--- src/verilog/decimPkg.sv ---
package decimPkg;

    // Frame and window geometry
    localparam int DSR      = 8;
    localparam int TAPS     = 24;
    localparam int LUT_SIZE = 4;

    // Fixed-point widths
    localparam int COEF_WIDTH  = 10;
    localparam int AHEAD_WIDTH = 16;
    localparam int BACK_WIDTH  = 18;
    localparam int OUT_WIDTH   = 14;

    // Lookback recursion scaling
    localparam int LEAK_SHIFT = 3;
    localparam int BACK_GAIN  = 4;
    localparam int BACK_SCALE = 2;

    // Frame in to result out, in clkDS cycles
    localparam int LATENCY = 4;

    // Lookahead FIR taps, index 0 weights the newest bit
    localparam logic signed [COEF_WIDTH-1:0] COEFS [TAPS] = '{
        10'sd40,  10'sd90,  10'sd150, 10'sd220, 10'sd290, 10'sd360,
        10'sd400, 10'sd450, 10'sd490, 10'sd505, 10'sd510, 10'sd511,
        10'sd511, 10'sd510, 10'sd505, 10'sd490, 10'sd450, 10'sd400,
        10'sd360, 10'sd290, 10'sd220, 10'sd150, 10'sd90,  10'sd40
    };

    typedef struct packed {
        logic [DSR-1:0] data;
        logic           valid;
    } frameT;

    typedef struct packed {
        logic [OUT_WIDTH-1:0] sample;
        logic                 valid;
    } resultT;

    typedef enum logic {
        opAdd,
        opSub
    } combineOpT;

    typedef enum logic {
        warmFill,
        warmRun
    } warmStateT;

endpackage

--- src/verilog/frameShifter.sv ---
`timescale 1ns/1ns

module frameShifter import decimPkg::*; (
    input  logic            clkDS,
    input  logic            arstN,
    input  frameT           frameIn,
    output logic [TAPS-1:0] window,
    output frameT           newFrame
);

    logic [DSR-1:0] reversed;

    // Frame MSB is the newest bit, so it lands at window index 0
    assign reversed = {<<{frameIn.data}};

    always_ff @(posedge clkDS or negedge arstN) begin
        if (!arstN) begin
            window <= '0;
        end else if (frameIn.valid) begin
            // Older frames move toward the top of the window
            window <= {window[TAPS-DSR-1:0], reversed};
        end
    end

    // Copy of the accepted frame for the recursion, valid bit included
    always_ff @(posedge clkDS or negedge arstN) begin
        if (!arstN) begin
            newFrame <= '0;
        end else begin
            newFrame <= frameIn;
        end
    end

endmodule

--- src/verilog/lutDotProduct.sv ---
`timescale 1ns/1ns

module lutDotProduct import decimPkg::*; #(
    parameter int LUT_SIZE = decimPkg::LUT_SIZE
) (
    input  logic                          clkDS,
    input  logic                          arstN,
    input  logic [TAPS-1:0]               window,
    output logic signed [AHEAD_WIDTH-1:0] ahead
);

    localparam int NUM_GROUPS = (TAPS + LUT_SIZE - 1) / LUT_SIZE;
    localparam int ENTRIES    = 2 ** LUT_SIZE;
    localparam int TREE_WIDTH = AHEAD_WIDTH + $clog2(NUM_GROUPS);

    localparam logic signed [TREE_WIDTH-1:0] AHEAD_MAX = 2 ** (AHEAD_WIDTH - 1) - 1;
    localparam logic signed [TREE_WIDTH-1:0] AHEAD_MIN = -(2 ** (AHEAD_WIDTH - 1));

    typedef logic signed [AHEAD_WIDTH-1:0] tableT [ENTRIES];

    // Every signed partial sum of one group, set bit is +coef, clear bit is -coef
    function automatic tableT buildTable(input int group);
        tableT lut;
        int    tap;
        for (int e = 0; e < ENTRIES; e++) begin
            lut[e] = '0;
            for (int j = 0; j < LUT_SIZE; j++) begin
                tap = group * LUT_SIZE + j;
                if (tap < TAPS) begin
                    lut[e] = e[j] ? lut[e] + COEFS[tap] : lut[e] - COEFS[tap];
                end
            end
        end
        return lut;
    endfunction

    logic [NUM_GROUPS*LUT_SIZE-1:0] padded;
    logic signed [AHEAD_WIDTH-1:0]  groupSum [NUM_GROUPS];
    logic signed [TREE_WIDTH-1:0]   treeSum;

    // Spare bits of a short last group select taps with no coefficient
    assign padded = (NUM_GROUPS * LUT_SIZE)'(window);

    for (genvar g = 0; g < NUM_GROUPS; g++) begin : genGroup
        localparam tableT LUT = buildTable(g);

        always_ff @(posedge clkDS or negedge arstN) begin
            if (!arstN) begin
                groupSum[g] <= '0;
            end else begin
                groupSum[g] <= LUT[padded[g*LUT_SIZE +: LUT_SIZE]];
            end
        end
    end

    always_comb begin
        treeSum = '0;
        for (int g = 0; g < NUM_GROUPS; g++) begin
            treeSum = treeSum + TREE_WIDTH'(groupSum[g]);
        end
    end

    always_ff @(posedge clkDS or negedge arstN) begin
        if (!arstN) begin
            ahead <= '0;
        end else begin
            ahead <= treeSum[AHEAD_WIDTH-1:0];
        end
    end

    // Coefficient table must not overflow the lookahead width
    aheadRange: assert property (@(posedge clkDS) disable iff (!arstN)
        treeSum >= AHEAD_MIN && treeSum <= AHEAD_MAX);

endmodule

--- src/verilog/lookbackRecursion.sv ---
`timescale 1ns/1ns

module lookbackRecursion import decimPkg::*; (
    input  logic                         clkDS,
    input  logic                         arstN,
    input  frameT                        newFrame,
    output logic signed [BACK_WIDTH-1:0] back
);

    localparam logic signed [BACK_WIDTH-1:0] BACK_MIN = {1'b1, {(BACK_WIDTH - 1){1'b0}}};

    logic [$clog2(DSR+1)-1:0]     ones;
    logic signed [BACK_WIDTH-1:0] frameSum;
    logic signed [BACK_WIDTH-1:0] state;

    always_comb begin
        ones = '0;
        for (int i = 0; i < DSR; i++) begin
            ones = ones + newFrame.data[i];
        end
    end

    // Bipolar bit sum, ones minus zeros
    assign frameSum = $signed(BACK_WIDTH'(ones) << 1) - BACK_WIDTH'(DSR);

    // Leaky integrator, advances only on accepted frames
    always_ff @(posedge clkDS or negedge arstN) begin
        if (!arstN) begin
            state <= '0;
        end else if (newFrame.valid) begin
            state <= state - (state >>> LEAK_SHIFT) + (frameSum <<< BACK_GAIN);
        end
    end

    // One extra stage to meet the lookahead tree output
    always_ff @(posedge clkDS or negedge arstN) begin
        if (!arstN) begin
            back <= '0;
        end else begin
            back <= state;
        end
    end

    stateFloor: assert property (@(posedge clkDS) disable iff (!arstN)
        newFrame.valid |=> state != BACK_MIN);

endmodule

--- src/verilog/resultCombiner.sv ---
`timescale 1ns/1ns

module resultCombiner import decimPkg::*; (
    input  logic                          clkDS,
    input  logic                          arstN,
    input  combineOpT                     op,
    input  logic signed [AHEAD_WIDTH-1:0] ahead,
    input  logic signed [BACK_WIDTH-1:0]  back,
    output logic [OUT_WIDTH-1:0]          sample
);

    localparam int SUM_WIDTH = (AHEAD_WIDTH > BACK_WIDTH ? AHEAD_WIDTH : BACK_WIDTH) + 1;

    localparam logic signed [SUM_WIDTH-1:0] SAT_MAX = 2 ** (OUT_WIDTH - 1) - 1;
    localparam logic signed [SUM_WIDTH-1:0] SAT_MIN = -(2 ** (OUT_WIDTH - 1));

    logic signed [BACK_WIDTH-1:0] scaledBack;
    logic signed [SUM_WIDTH-1:0]  sum;
    logic signed [OUT_WIDTH-1:0]  saturated;

    assign scaledBack = back >>> BACK_SCALE;

    always_comb begin
        unique case (op)
            opAdd: sum = SUM_WIDTH'(ahead) + SUM_WIDTH'(scaledBack);
            opSub: sum = SUM_WIDTH'(ahead) - SUM_WIDTH'(scaledBack);
        endcase
    end

    // Clamp to the signed output range
    always_comb begin
        if (sum > SAT_MAX) begin
            saturated = SAT_MAX[OUT_WIDTH-1:0];
        end else if (sum < SAT_MIN) begin
            saturated = SAT_MIN[OUT_WIDTH-1:0];
        end else begin
            saturated = sum[OUT_WIDTH-1:0];
        end
    end

    // Offset binary, MSB flipped
    always_ff @(posedge clkDS or negedge arstN) begin
        if (!arstN) begin
            sample <= '0;
        end else begin
            sample <= {~saturated[OUT_WIDTH-1], saturated[OUT_WIDTH-2:0]};
        end
    end

endmodule

--- src/verilog/flowControl.sv ---
`timescale 1ns/1ns

module flowControl import decimPkg::*; #(
    parameter int OUT_CREDITS = 4
) (
    input  logic        clkDS,
    input  logic        arstN,
    input  logic        frameValid,
    input  logic        creditReturn,
    output logic        outValid,
    output logic        overrun,
    output logic [15:0] dropCount
);

    localparam int WARM_FRAMES  = TAPS / DSR;
    localparam int FILL_WIDTH   = $clog2(WARM_FRAMES + 1);
    // One spare code so an excess return stays visible
    localparam int CREDIT_WIDTH = $clog2(OUT_CREDITS + 2);

    warmStateT                warmState;
    logic [FILL_WIDTH-1:0]    fillCount;
    logic                     frameCounts;
    logic [LATENCY-2:0]       validPipe;
    logic [CREDIT_WIDTH-1:0]  creditCount;
    logic                     ready;
    logic                     present;
    logic                     drop;

    // The frame that fills the window is the first to produce a result
    assign frameCounts = frameValid &&
        (warmState == warmRun || fillCount == FILL_WIDTH'(WARM_FRAMES - 1));

    always_ff @(posedge clkDS or negedge arstN) begin
        if (!arstN) begin
            warmState <= warmFill;
            fillCount <= '0;
        end else if (warmState == warmFill && frameValid) begin
            fillCount <= fillCount + 1'b1;
            if (fillCount == FILL_WIDTH'(WARM_FRAMES - 1)) begin
                warmState <= warmRun;
            end
        end
    end

    // Last latency stage is the outValid register itself
    always_ff @(posedge clkDS or negedge arstN) begin
        if (!arstN) begin
            validPipe <= '0;
        end else begin
            validPipe <= {validPipe[LATENCY-3:0], frameCounts};
        end
    end

    assign ready   = validPipe[LATENCY-2];
    assign present = ready && creditCount != '0;
    assign drop    = ready && creditCount == '0;

    always_ff @(posedge clkDS or negedge arstN) begin
        if (!arstN) begin
            creditCount <= CREDIT_WIDTH'(OUT_CREDITS);
            outValid    <= 1'b0;
            overrun     <= 1'b0;
            dropCount   <= '0;
        end else begin
            creditCount <= creditCount - CREDIT_WIDTH'(present) + CREDIT_WIDTH'(creditReturn);
            outValid    <= present;
            if (drop) begin
                overrun   <= 1'b1;
                dropCount <= dropCount + 16'd1;
            end
        end
    end

    creditCeiling: assert property (@(posedge clkDS) disable iff (!arstN)
        creditCount <= CREDIT_WIDTH'(OUT_CREDITS));

endmodule

--- src/verilog/hybridDecimator.sv ---
`timescale 1ns/1ns

module hybridDecimator import decimPkg::*; #(
    parameter int OUT_CREDITS = 4,
    parameter int LUT_SIZE    = decimPkg::LUT_SIZE
) (
    input  logic        clkDS,
    input  logic        arstN,
    input  frameT       frameIn,
    input  logic        creditReturn,
    output resultT      resultOut,
    output logic        overrun,
    output logic [15:0] dropCount
);

    logic [TAPS-1:0]               window;
    frameT                         newFrame;
    logic signed [AHEAD_WIDTH-1:0] ahead;
    logic signed [BACK_WIDTH-1:0]  back;

    frameShifter shifter (
        .clkDS    (clkDS),
        .arstN    (arstN),
        .frameIn  (frameIn),
        .window   (window),
        .newFrame (newFrame)
    );

    // Lookahead FIR over the newest TAPS bits
    lutDotProduct #(
        .LUT_SIZE (LUT_SIZE)
    ) lookahead (
        .clkDS  (clkDS),
        .arstN  (arstN),
        .window (window),
        .ahead  (ahead)
    );

    lookbackRecursion lookback (
        .clkDS    (clkDS),
        .arstN    (arstN),
        .newFrame (newFrame),
        .back     (back)
    );

    resultCombiner combiner (
        .clkDS  (clkDS),
        .arstN  (arstN),
        .op     (opAdd),
        .ahead  (ahead),
        .back   (back),
        .sample (resultOut.sample)
    );

    flowControl #(
        .OUT_CREDITS (OUT_CREDITS)
    ) flow (
        .clkDS        (clkDS),
        .arstN        (arstN),
        .frameValid   (frameIn.valid),
        .creditReturn (creditReturn),
        .outValid     (resultOut.valid),
        .overrun      (overrun),
        .dropCount    (dropCount)
    );

endmodule

--- config.mk ---
export PLATFORM = sky130hd
export DESIGN_NAME = hybridDecimator
export DESIGN_NICKNAME = d
export VERILOG_FILES = /design/src/verilog/decimPkg.sv /design/src/verilog/frameShifter.sv /design/src/verilog/lutDotProduct.sv /design/src/verilog/lookbackRecursion.sv /design/src/verilog/resultCombiner.sv /design/src/verilog/flowControl.sv /design/src/verilog/hybridDecimator.sv
export SDC_FILE = /design/constraint.sdc
export NUM_CORES = 1
export LEC_CHECK = 0
export ABC_AREA = 0
export BUFFER_PORTS_ARGS = -buffer_cell sky130_fd_sc_hd__buf_2
export CORE_ASPECT_RATIO = 0.75
export CORE_MARGIN = 2
export CORE_UTILIZATION = 40
export DETAILED_ROUTE_END_ITERATION = 8
export GPL_ROUTABILITY_DRIVEN = 0
export PLACE_DENSITY_LB_ADDON = 0.1
export SETUP_SLACK_MARGIN = 0.2
export SLEW_MARGIN = 20
export SYNTH_ARGS = -nofsm -noshare
export SYNTH_HDL_FRONTEND = slang
export SYNTH_SLANG_ARGS = --single-unit
--- constraint.sdc ---
create_clock -name clkDS -period 6.68 [get_ports clkDS]
set_input_delay 1.002 -clock clkDS [delete_from_list [all_inputs] [get_ports clkDS]]
set_output_delay 1.002 -clock clkDS [all_outputs]
set_load 0.05 [all_outputs]
==> results of run 1 <==
## through the flow
stage / setup slack (ps) / instances / hold slack (ps)
2_1_floorplan: 1700 / 932 / 331
3_3_place_gp: 1330 / 1288 / 334
3_5_place_dp: 1340 / 1288 / 337
4_1_cts: 1320 / 1320 / 354
5_1_grt: 844 / 1320 / 352
6_report: 1330 / 1320 / 354
## path summary, 6_finish.rpt
kind	start	slack, ps	end
worst max-delay path	shifter.newFrame[1]	1330	lookback.state[14]
worst min-delay path	flow.validPipe[0]	350	flow.validPipe[1]
worst max register to register	shifter.newFrame[1]	1330	lookback.state[14]
worst min register to register	flow.validPipe[0]	350	flow.validPipe[1]
max in group asynchronous	arstN	4530	shifter.window[2]
min in group asynchronous	arstN	650	flow.creditCount[1]
## metal layers
layer,GRT usage [%],vias up,routed length [um]
li1,-,3194,-
met1,25.6,3025,11000
met3,3.53,11,976
met5,0,-,0
met4,3.95,0,155
met2,22.1,97,7660
## worst register-to-register path, stage by stage (launching register included)
cell and delay, ps:
dfrtp_1 370, ha_1 290, inv_1 70, fa_1 420, fa_1 510, fa_1 180, inv_1 50, fa_1 370
xor2_1 210, inv_1 70, ha_1 200, inv_1 340, fa_1 490, inv_1 70, ha_1 280, a21o_1 210
a21o_1 190, a21o_1 190, a2111oi_0 450, o21ai_0 170, a31oi_1 180
## area by class of cell
class	instances	area share (%)
clock inverter	14	1.50
tap	338	3.72
timing repair buffer	44	2.02
sequential	175	38.6
multi-input combinational	617	46.6
inverter	114	3.77
clock buffer	18	3.87
## cells in the mapped netlist, types with 6 or more instances
master | number | area, sq um
a21o_1 | 23 | 173
a21oi_1 | 42 | 210
and3_1 | 9 | 56.3
clkbuf_1 | 20 | 75.1
dfrtp_1 | 174 | 4350
fa_1 | 62 | 1240
ha_1 | 94 | 1180
inv_1 | 114 | 428
mux2_2 | 13 | 146
nand2_1 | 71 | 267
nand2b_1 | 7 | 43.8
nand3_1 | 23 | 115
nand4_1 | 13 | 81.3
nor2_1 | 39 | 146
nor2b_1 | 11 | 68.8
nor3_1 | 6 | 30.0
o21a_1 | 7 | 52.6
o21ai_0 | 60 | 300
o21ai_1 | 13 | 65.1
o31ai_1 | 6 | 45.0
xnor2_1 | 30 | 263
xor2_1 | 21 | 184
## sequential cells by signal, summed over array words and instances, names as in the netlist
signal / flops
lookback.back: 16
flow.fillCount: 2
flow.overrun: 1
lookahead.ahead: 15
shifter.newFrame: 9
lookahead.groupSum: 52
flow.validPipe: 3
flow.outValid: 1
combiner.sample: 14
flow.warmState: 1
lookback.state: 18
flow.creditCount: 3
shifter.window: 24
flow.dropCount: 16
## cell usage in the layout, fill, tap and decap left out, types with 11 or more instances in the layout
cell and n:
nor2b_1 11, dfrtp_1 174, a21oi_1 42, ha_1 94, nand2_1 71, o21ai_0 60, o21ai_1 13, nor2_1 39
fa_1 62, inv_1 114, clkbuf_16 17, buf_2 42, mux2_2 13, xor2_1 21, a21o_1 23, nand3_1 23
xnor2_1 30, nand4_1 13
## logic make-up after synthesis
kind of cell    count (synthesis)  share of synthesized area [%]
flops                         175                           42.9
compound gates                193                           12.2
mux                            18                           1.92
xor+xnor                       54                           4.85
simple gates                  196                           9.16
fa+ha+maj                     156                           23.7
buf+inv                       140                           5.26
==> impl_metrics.ini, run 1 <==
[status]
status = completed

[logic_synthesis]
netlist_area_sq_um = 10200
synthArstFlopShare_pct = 100
synth_nets = 1100
synth_edf_count = 0
ys_ff_latch = 175
avgSynthCellArea_sq_um = 11.0
ys_types = 62
ys.flop_type = dfrtp_1
ys_seq_area_share_pct = 42.9
syn_inst = 932
yosysWarnings = 0

[die]
ios = 44
rows = 50
die_w_um = 188
start_util_pct = 40.8
core_sq_um = 25000
dieArea_sq_um = 26800
die_y_um = 142

[drt]
wire_per_inst_um = 15.0
via_count = 6327
wl_um = 19800
ant_nets = 0
initialDrtViolationCount = 381
drt_pass1_iterations = 4
drc = 0
viasPerCell = 4.79

[clocking]
cts_max_level = 4
holdBufCountCts = 0
cts_tree = done
cts-root-buf = clkbuf_16
clock_latency_ps = 440
clockBufferDepth = 2
post_cts_buffers = 0
clkTransAtPathRegs_ps = 70
cts.repair.resized = 0
cts.sinks = 175
cts_made_buffers = 17

[timing]
fin_worst_skew_ps = 10.5
tns_ps = 0
finalSetupViolations = 0
worst_pin_slew_ps = 970
drv_slew = 0
maxClockFrequency_mhz = 187
timing.final.crit_share_pct = 80.1
rsz0062_at_grt = false
slew_headroom_pct = 35.3
finalHoldViolations = 0
fin_crit_ps = 5350

[critical_path]
worstPathArrival_ps = 5720
worstPathCellList = ha_1 > inv_1 > fa_1 > fa_1 > fa_1 > inv_1 > fa_1 > xor2_1 > inv_1 > ha_1 > inv_1 > fa_1 > inv_1 > ha_1 > a21o_1 > a21o_1 > a21o_1 > a2111oi_0 > o21ai_0 > a31oi_1
critPathCaptureType = flop
slowest_stage = fa_1
crit_family = adder cells
cp_max_fo = 8
worstSetupPathType = flop to flop
worst_r2r_path_depth = 20
slowest_delay_ps = 510
critPathLaunchType = flop
crit_buf_inv = 5
required_ps = 7050
path_depth = 20

[finish]
final_nets = 1137
final.fill_count = 2378
final_util_pct = 45.4
multi_input_area_sq_um = 5290
area_delta_synth_final_pct = 11.3
design_area_sq_um = 11400
ff_latch_area_sq_um = 4380
drive_gt1_share_pct = 10.8
n_antenna_cell = 0

[grt]
grt_max_degree = 109
grt_pass1_vias = 6309
antenna_found_initial = 0
grt_pass1_wl_um = 33200
grt_usage_pct = 16.2
grt_overflow = 0

[hold_path]
hp-class = flop to flop
holdPathStages = 0

[placement]
hpwl_um = 15200
placed_area_sq_um = 10700
portBuffers = 43

[flow_run]
max-cap-violations = 0
Power of run 1 is left out: the tool's default activity adds up to more than one toggle a clock period on the data nets, which glitch-free logic cannot reach.
==> run 2: changes to the inputs <==
--- a/config.mk
+++ b/config.mk
@@ -5,7 +5,7 @@
 export SDC_FILE = /design/constraint.sdc
 export NUM_CORES = 1
 export LEC_CHECK = 0
-export ABC_AREA = 0
+export ABC_AREA = 1
 export BUFFER_PORTS_ARGS = -buffer_cell sky130_fd_sc_hd__buf_2
 export CORE_ASPECT_RATIO = 0.75
 export CORE_MARGIN = 2
==> constraint.sdc (replaced) <==
create_clock -name clkDS -period 4.82 [get_ports clkDS]
set_input_delay 0.723 -clock clkDS [delete_from_list [all_inputs] [get_ports clkDS]]
set_output_delay 0.723 -clock clkDS [all_outputs]
set_load 0.05 [all_outputs]
==> impl_metrics.ini, run 2 <==
[clocking]
cts.sinks = 175
clockBufferDepth = 2
clkTransAtPathRegs_ps = 70
clock_latency_ps = 440
cts_made_buffers = 17
holdBufCountCts = 0
cts-root-buf = clkbuf_16
cts_max_level = 4
cts_tree = done

[timing]
drv_slew = 0
finalHoldViolations = 0
timing.final.crit_share_pct = 99.0
fin_worst_skew_ps = 16.1
fin_crit_ps = 4770
maxClockFrequency_mhz = 210
tns_ps = 0
slew_headroom_pct = 41.6
whs_ps = 345
finalSetupViolations = 0
rsz0062_at_grt = true
worst_pin_slew_ps = 875

[critical_path]
required_ps = 5170
slowest_stage = fa_1
worstPathCellList = ha_1 > inv_1 > fa_1 > fa_1 > fa_2 > inv_2 > fa_2 > xnor2_2 > ha_2 > clkinvlp_4 > buf_6 > fa_1 > inv_2 > ha_4 > a21o_1 > a21oi_2 > nor2_1 > nor2_1 > nand2_1 > nand2_1 > nand3_1 > o21ai_1
critPathLaunchType = flop
cp_max_fo = 7
rr_endpoint = lookback.state[16]
crit_buf_inv = 5
worstSetupPathType = flop to flop
r2r_slack_ps = 50
crit_path_frequent_cell = fa_1
slowest_delay_ps = 540
critPathCaptureType = flop
worstPathArrival_ps = 5120
reg2reg_from = shifter.newFrame[1]
worst_r2r_path_depth = 22
crit_family = adder cells

[logic_synthesis]
avgSynthCellArea_sq_um = 9.50
synth_nets = 1259
synth_fa_ha_area_share_pct = 23.3
synth_top_cell_by_area = dfrtp_1
synthTopCellsByCount = 235 x nand2_1, 174 x dfrtp_1, 168 x inv_1
synth_top_family_by_area = adder cells
synth_compound_area_share_pct = 7.64
synthMuxAreaShare_pct = 0
synth_edf_count = 0
synth_top_cell_area_share_pct = 42.0
yosys.cell_count.top_type = nand2_1
synth-simple-area-share_pct = 15.4
netlist_area_sq_um = 10400
synthArstFlopShare_pct = 100
yosysWarnings = 0
syn_inst = 1091
yosys-top-cells-area = dfrtp_1 42%, fa_1 12%, ha_1 11%, nand2_1 8.5%, inv_1 6.1%
ys_seq_area_share_pct = 42.2
synth_xor_xnor_area_share_pct = 4.22
ys_types = 42
ys.flop_type = dfrtp_1
ys_ff_latch = 175

[drt]
ant_nets = 0
initialDrtViolationCount = 550
wire_per_inst_um = 14.6
viasPerCell = 4.65
wl_um = 22100
drc = 0
drt_pass1_iterations = 5
via_count = 7001

[flow_run]
max-cap-violations = 0

[finish]
largest_register_ffs = 52
n_antenna_cell = 0
largestRegisters = lookahead.groupSum (52), shifter.window (24), lookback.state (18)
final.fill_count = 2408
final_util_pct = 47.4
layout_commonest_cell = nand2_1
regMostFlops = lookahead.groupSum
drive_gt1_share_pct = 14.4
design_area_sq_um = 11900
final_cell_mix = 230 x nand2_1, 174 x dfrtp_1, 158 x inv_1
final_nets = 1323
area_delta_synth_final_pct = 15.2

[die]
rows = 50
core_sq_um = 25200
start_util_pct = 41.1
die_w_um = 190
ios = 44
die_y_um = 143
dieArea_sq_um = 27200

[grt]
antenna_found_initial = 0
grt_pass1_wl_um = 37200
grt_overflow = 0
grt_pass1_vias = 7048
grt_usage_pct = 17.8
grt_max_degree = 90

[placement]
placed_area_sq_um = 11000
hpwl_um = 16600
portBuffers = 43

[status]
status = completed

[hold_path]
hp-class = input port to asynchronous set/reset pin
==> run 2: per-layer routing <==
metal	track usage (%)	up-vias	wire, um
met1	28.4	3338	12600
met2	24.7	92	8650
li1	-	3559	-
met4	3.79	0	163
met5	0	-	0
met3	3.32	12	679
==> run 2: layout make-up <==
class | count | area [sq um] | area share (%)
clock inverters | 14 | 158 | 1.32
multi-input cells | 723 | 5470 | 45.8
clock buffers | 18 | 439 | 3.68
inverters | 175 | 661 | 5.53
well taps | 338 | 423 | 3.54
repair buffers | 63 | 410 | 3.44
flip-flops and latches | 175 | 4380 | 36.7
==> run 2: cell families (layout without fill, tap and decap cells) <==
family | after synthesis | count (layout)
flops | 175 | 175
fa+ha+maj | 156 | 156
compound gates | 143 | 143
buf+inv | 193 | 270
xor+xnor | 50 | 50
simple gates | 374 | 374
==> run 2: metrics by stage <==
step	setup WS, ps	std cells
2_1_floorplan	322	1091
3_3_place_gp	47.5	1460
3_5_place_dp	-71.3	1460
4_1_cts	59.3	1499
5_1_grt	-212	1506
6_report	50.1	1506
==> run 2: timing repair <==
item | CTS | global route
resized for setup | 37 | 25
pin swaps | 9 | 12
buffers inserted | 7 | 7
endpoints found under the setup margin | 7 | 9
==> run 2: worst max path at each step <==
stage | from | end | slack [ps] | cells past startpoint
2_1_floorplan | shifter.newFrame[1] | lookback.state[17] | 320 | 21
3_3_place_gp | shifter.newFrame[1] | lookback.state[16] | 50 | 21
4_1_cts | shifter.newFrame[1] | lookback.state[15] | 60 | 23
3_5_place_dp | shifter.newFrame[1] | lookback.state[16] | -70 | 21
6_report | shifter.newFrame[1] | lookback.state[16] | 50 | 22
5_1_grt | shifter.newFrame[1] | lookback.state[16] | -210 | 22
Power of run 2 is left out for the same reason.
==> run 3: changes to the inputs <==
--- a/config.mk
+++ b/config.mk
@@ -13,7 +13,7 @@
 export DETAILED_ROUTE_END_ITERATION = 8
 export GPL_ROUTABILITY_DRIVEN = 0
 export PLACE_DENSITY_LB_ADDON = 0.1
-export SETUP_SLACK_MARGIN = 0.2
+export SETUP_SLACK_MARGIN = 0.1
 export SLEW_MARGIN = 20
 export SYNTH_ARGS = -nofsm -noshare
 export SYNTH_HDL_FRONTEND = slang
==> impl_metrics.ini, run 3 (synthesis results as in run 2) <==
[timing]
timing.final.crit_share_pct = 98.6
finalSetupViolations = 0
fin_crit_ps = 4750
rsz0062_at_grt = true
slew_headroom_pct = 41.9
drv_slew = 0
maxClockFrequency_mhz = 210
fin_worst_skew_ps = 15.9
worst_pin_slew_ps = 871
layout_setup_ws_ps = 67.8
finalHoldViolations = 0

[drt]
wl_um = 21900
wl_met2_um = 8570
wl_met3_um = 591
initialDrtViolationCount = 475
drc = 0
viasPerCell = 4.63
topRoutingLayerUsed = met4
wl_met1_um = 12600
ant_nets = 0
drt_pass1_iterations = 5
via_count = 6938
wire_per_inst_um = 14.6

[die]
rows = 50
start_util_pct = 41.1
dieArea_sq_um = 27200
die_w_um = 190
core_sq_um = 25200
die_y_um = 143
ios = 44

[grt]
grt_max_degree = 90
grt_usage_pct = 17.7
grt_pass1_wl_um = 37100
antenna_found_initial = 0
grt_pass1_vias = 7013
grt_overflow = 0

[clocking]
cts_made_buffers = 17
cts_max_level = 4
clock_latency_ps = 440
cts_tree = done
cts-root-buf = clkbuf_16
clkTransAtPathRegs_ps = 70
clockBufferDepth = 2
cts.sinks = 175
holdBufCountCts = 0

[finish]
regMostFlops = lookahead.groupSum
multi_input_area_sq_um = 5450
final_cell_mix = 232 x nand2_1, 174 x dfrtp_1, 161 x inv_1
largestRegisters = lookahead.groupSum (52), shifter.window (24), lookback.state (18)
final_nets = 1317
n_antenna_cell = 0
layout.cells.non_filler = 1500
area_delta_synth_final_pct = 14.5
drive_gt1_share_pct = 13.3
final.fill_count = 2415
ff_latch_area_sq_um = 4380
layout_commonest_cell = nand2_1
largest_register_ffs = 52

[placement]
hpwl_um = 16600
dp_cells = 1460
place_ws_ps = -71.3
portBuffers = 43

[critical_path]
worstSetupPathType = flop to flop
required_ps = 5120
cp_max_fo = 7
worstPathArrival_ps = 5050
reg2reg_from = shifter.newFrame[1]
rr_endpoint = lookback.state[15]
worst_r2r_path_depth = 22
r2r_slack_ps = 70
critPathCaptureType = flop
critPathLaunchType = flop

[hold_path]
hp-class = input port to asynchronous set/reset pin

[status]
status = completed

[flow_run]
max-cap-violations = 0
run 3: metrics by stage:
stage	setup TNS, ps	utilization (%)	hold WS (ps)	cell area [sq um]
2_1_floorplan	0	-	331	10400
3_3_place_gp	0	43.6	345	11000
3_5_place_dp	-215	43.6	335	11000
4_1_cts	0	46.7	356	11800
5_1_grt	-789	47.1	367	11900
6_report	0	47.1	340	11900
run 3: worst max-delay path: stages, from the launching register on:
cell and delay (ps):
dfrtp_1 380, ha_1 290, inv_1 70, fa_1 420, fa_1 510, fa_2 210
inv_2 40, fa_2 340, xnor2_2 160, ha_2 230, clkinvlp_4 220, buf_4 210
fa_1 470, inv_1 60, ha_4 280, nand2_1 90, o21a_1 220, nand3_2 100
nand2_1 70, nand2_1 60, nand2_1 50, nand3_1 60, o21ai_1 80
run 3: repair_timing:
action                     4_1_cts  5_1_grt
setup endpoints to repair        7        8
gates resized for setup         28       22
setup buffers                    4        5
pin swaps                        4        7
run 3: worst max-delay path by stage:
stage	start	depth (start not counted)	slack [ps]	to
floorplan	shifter.newFrame[1]	21	320	lookback.state[17]
global placement	shifter.newFrame[1]	21	50	lookback.state[16]
detailed placement	shifter.newFrame[1]	21	-70	lookback.state[16]
CTS	shifter.newFrame[1]	21	60	lookback.state[16]
global route	shifter.newFrame[1]	23	-200	lookback.state[15]
finish	shifter.newFrame[1]	22	70	lookback.state[15]
run 3: area by class of cell:
type	count	share of cell area, %
timing repair buffer	57	2.98
tap	338	3.56
clock buffer	18	3.70
inverter	175	5.59
clock inverter	14	1.33
multi-input combinational	723	45.9
sequential	175	36.9
run 3: metal layers:
layer	track usage, %	vias to the layer above
met5	0	-
met4	3.79	0
met3	3.32	12
met2	24.4	83
met1	28.3	3301
li1	-	3542
Power of run 3 is left out for the same reason.
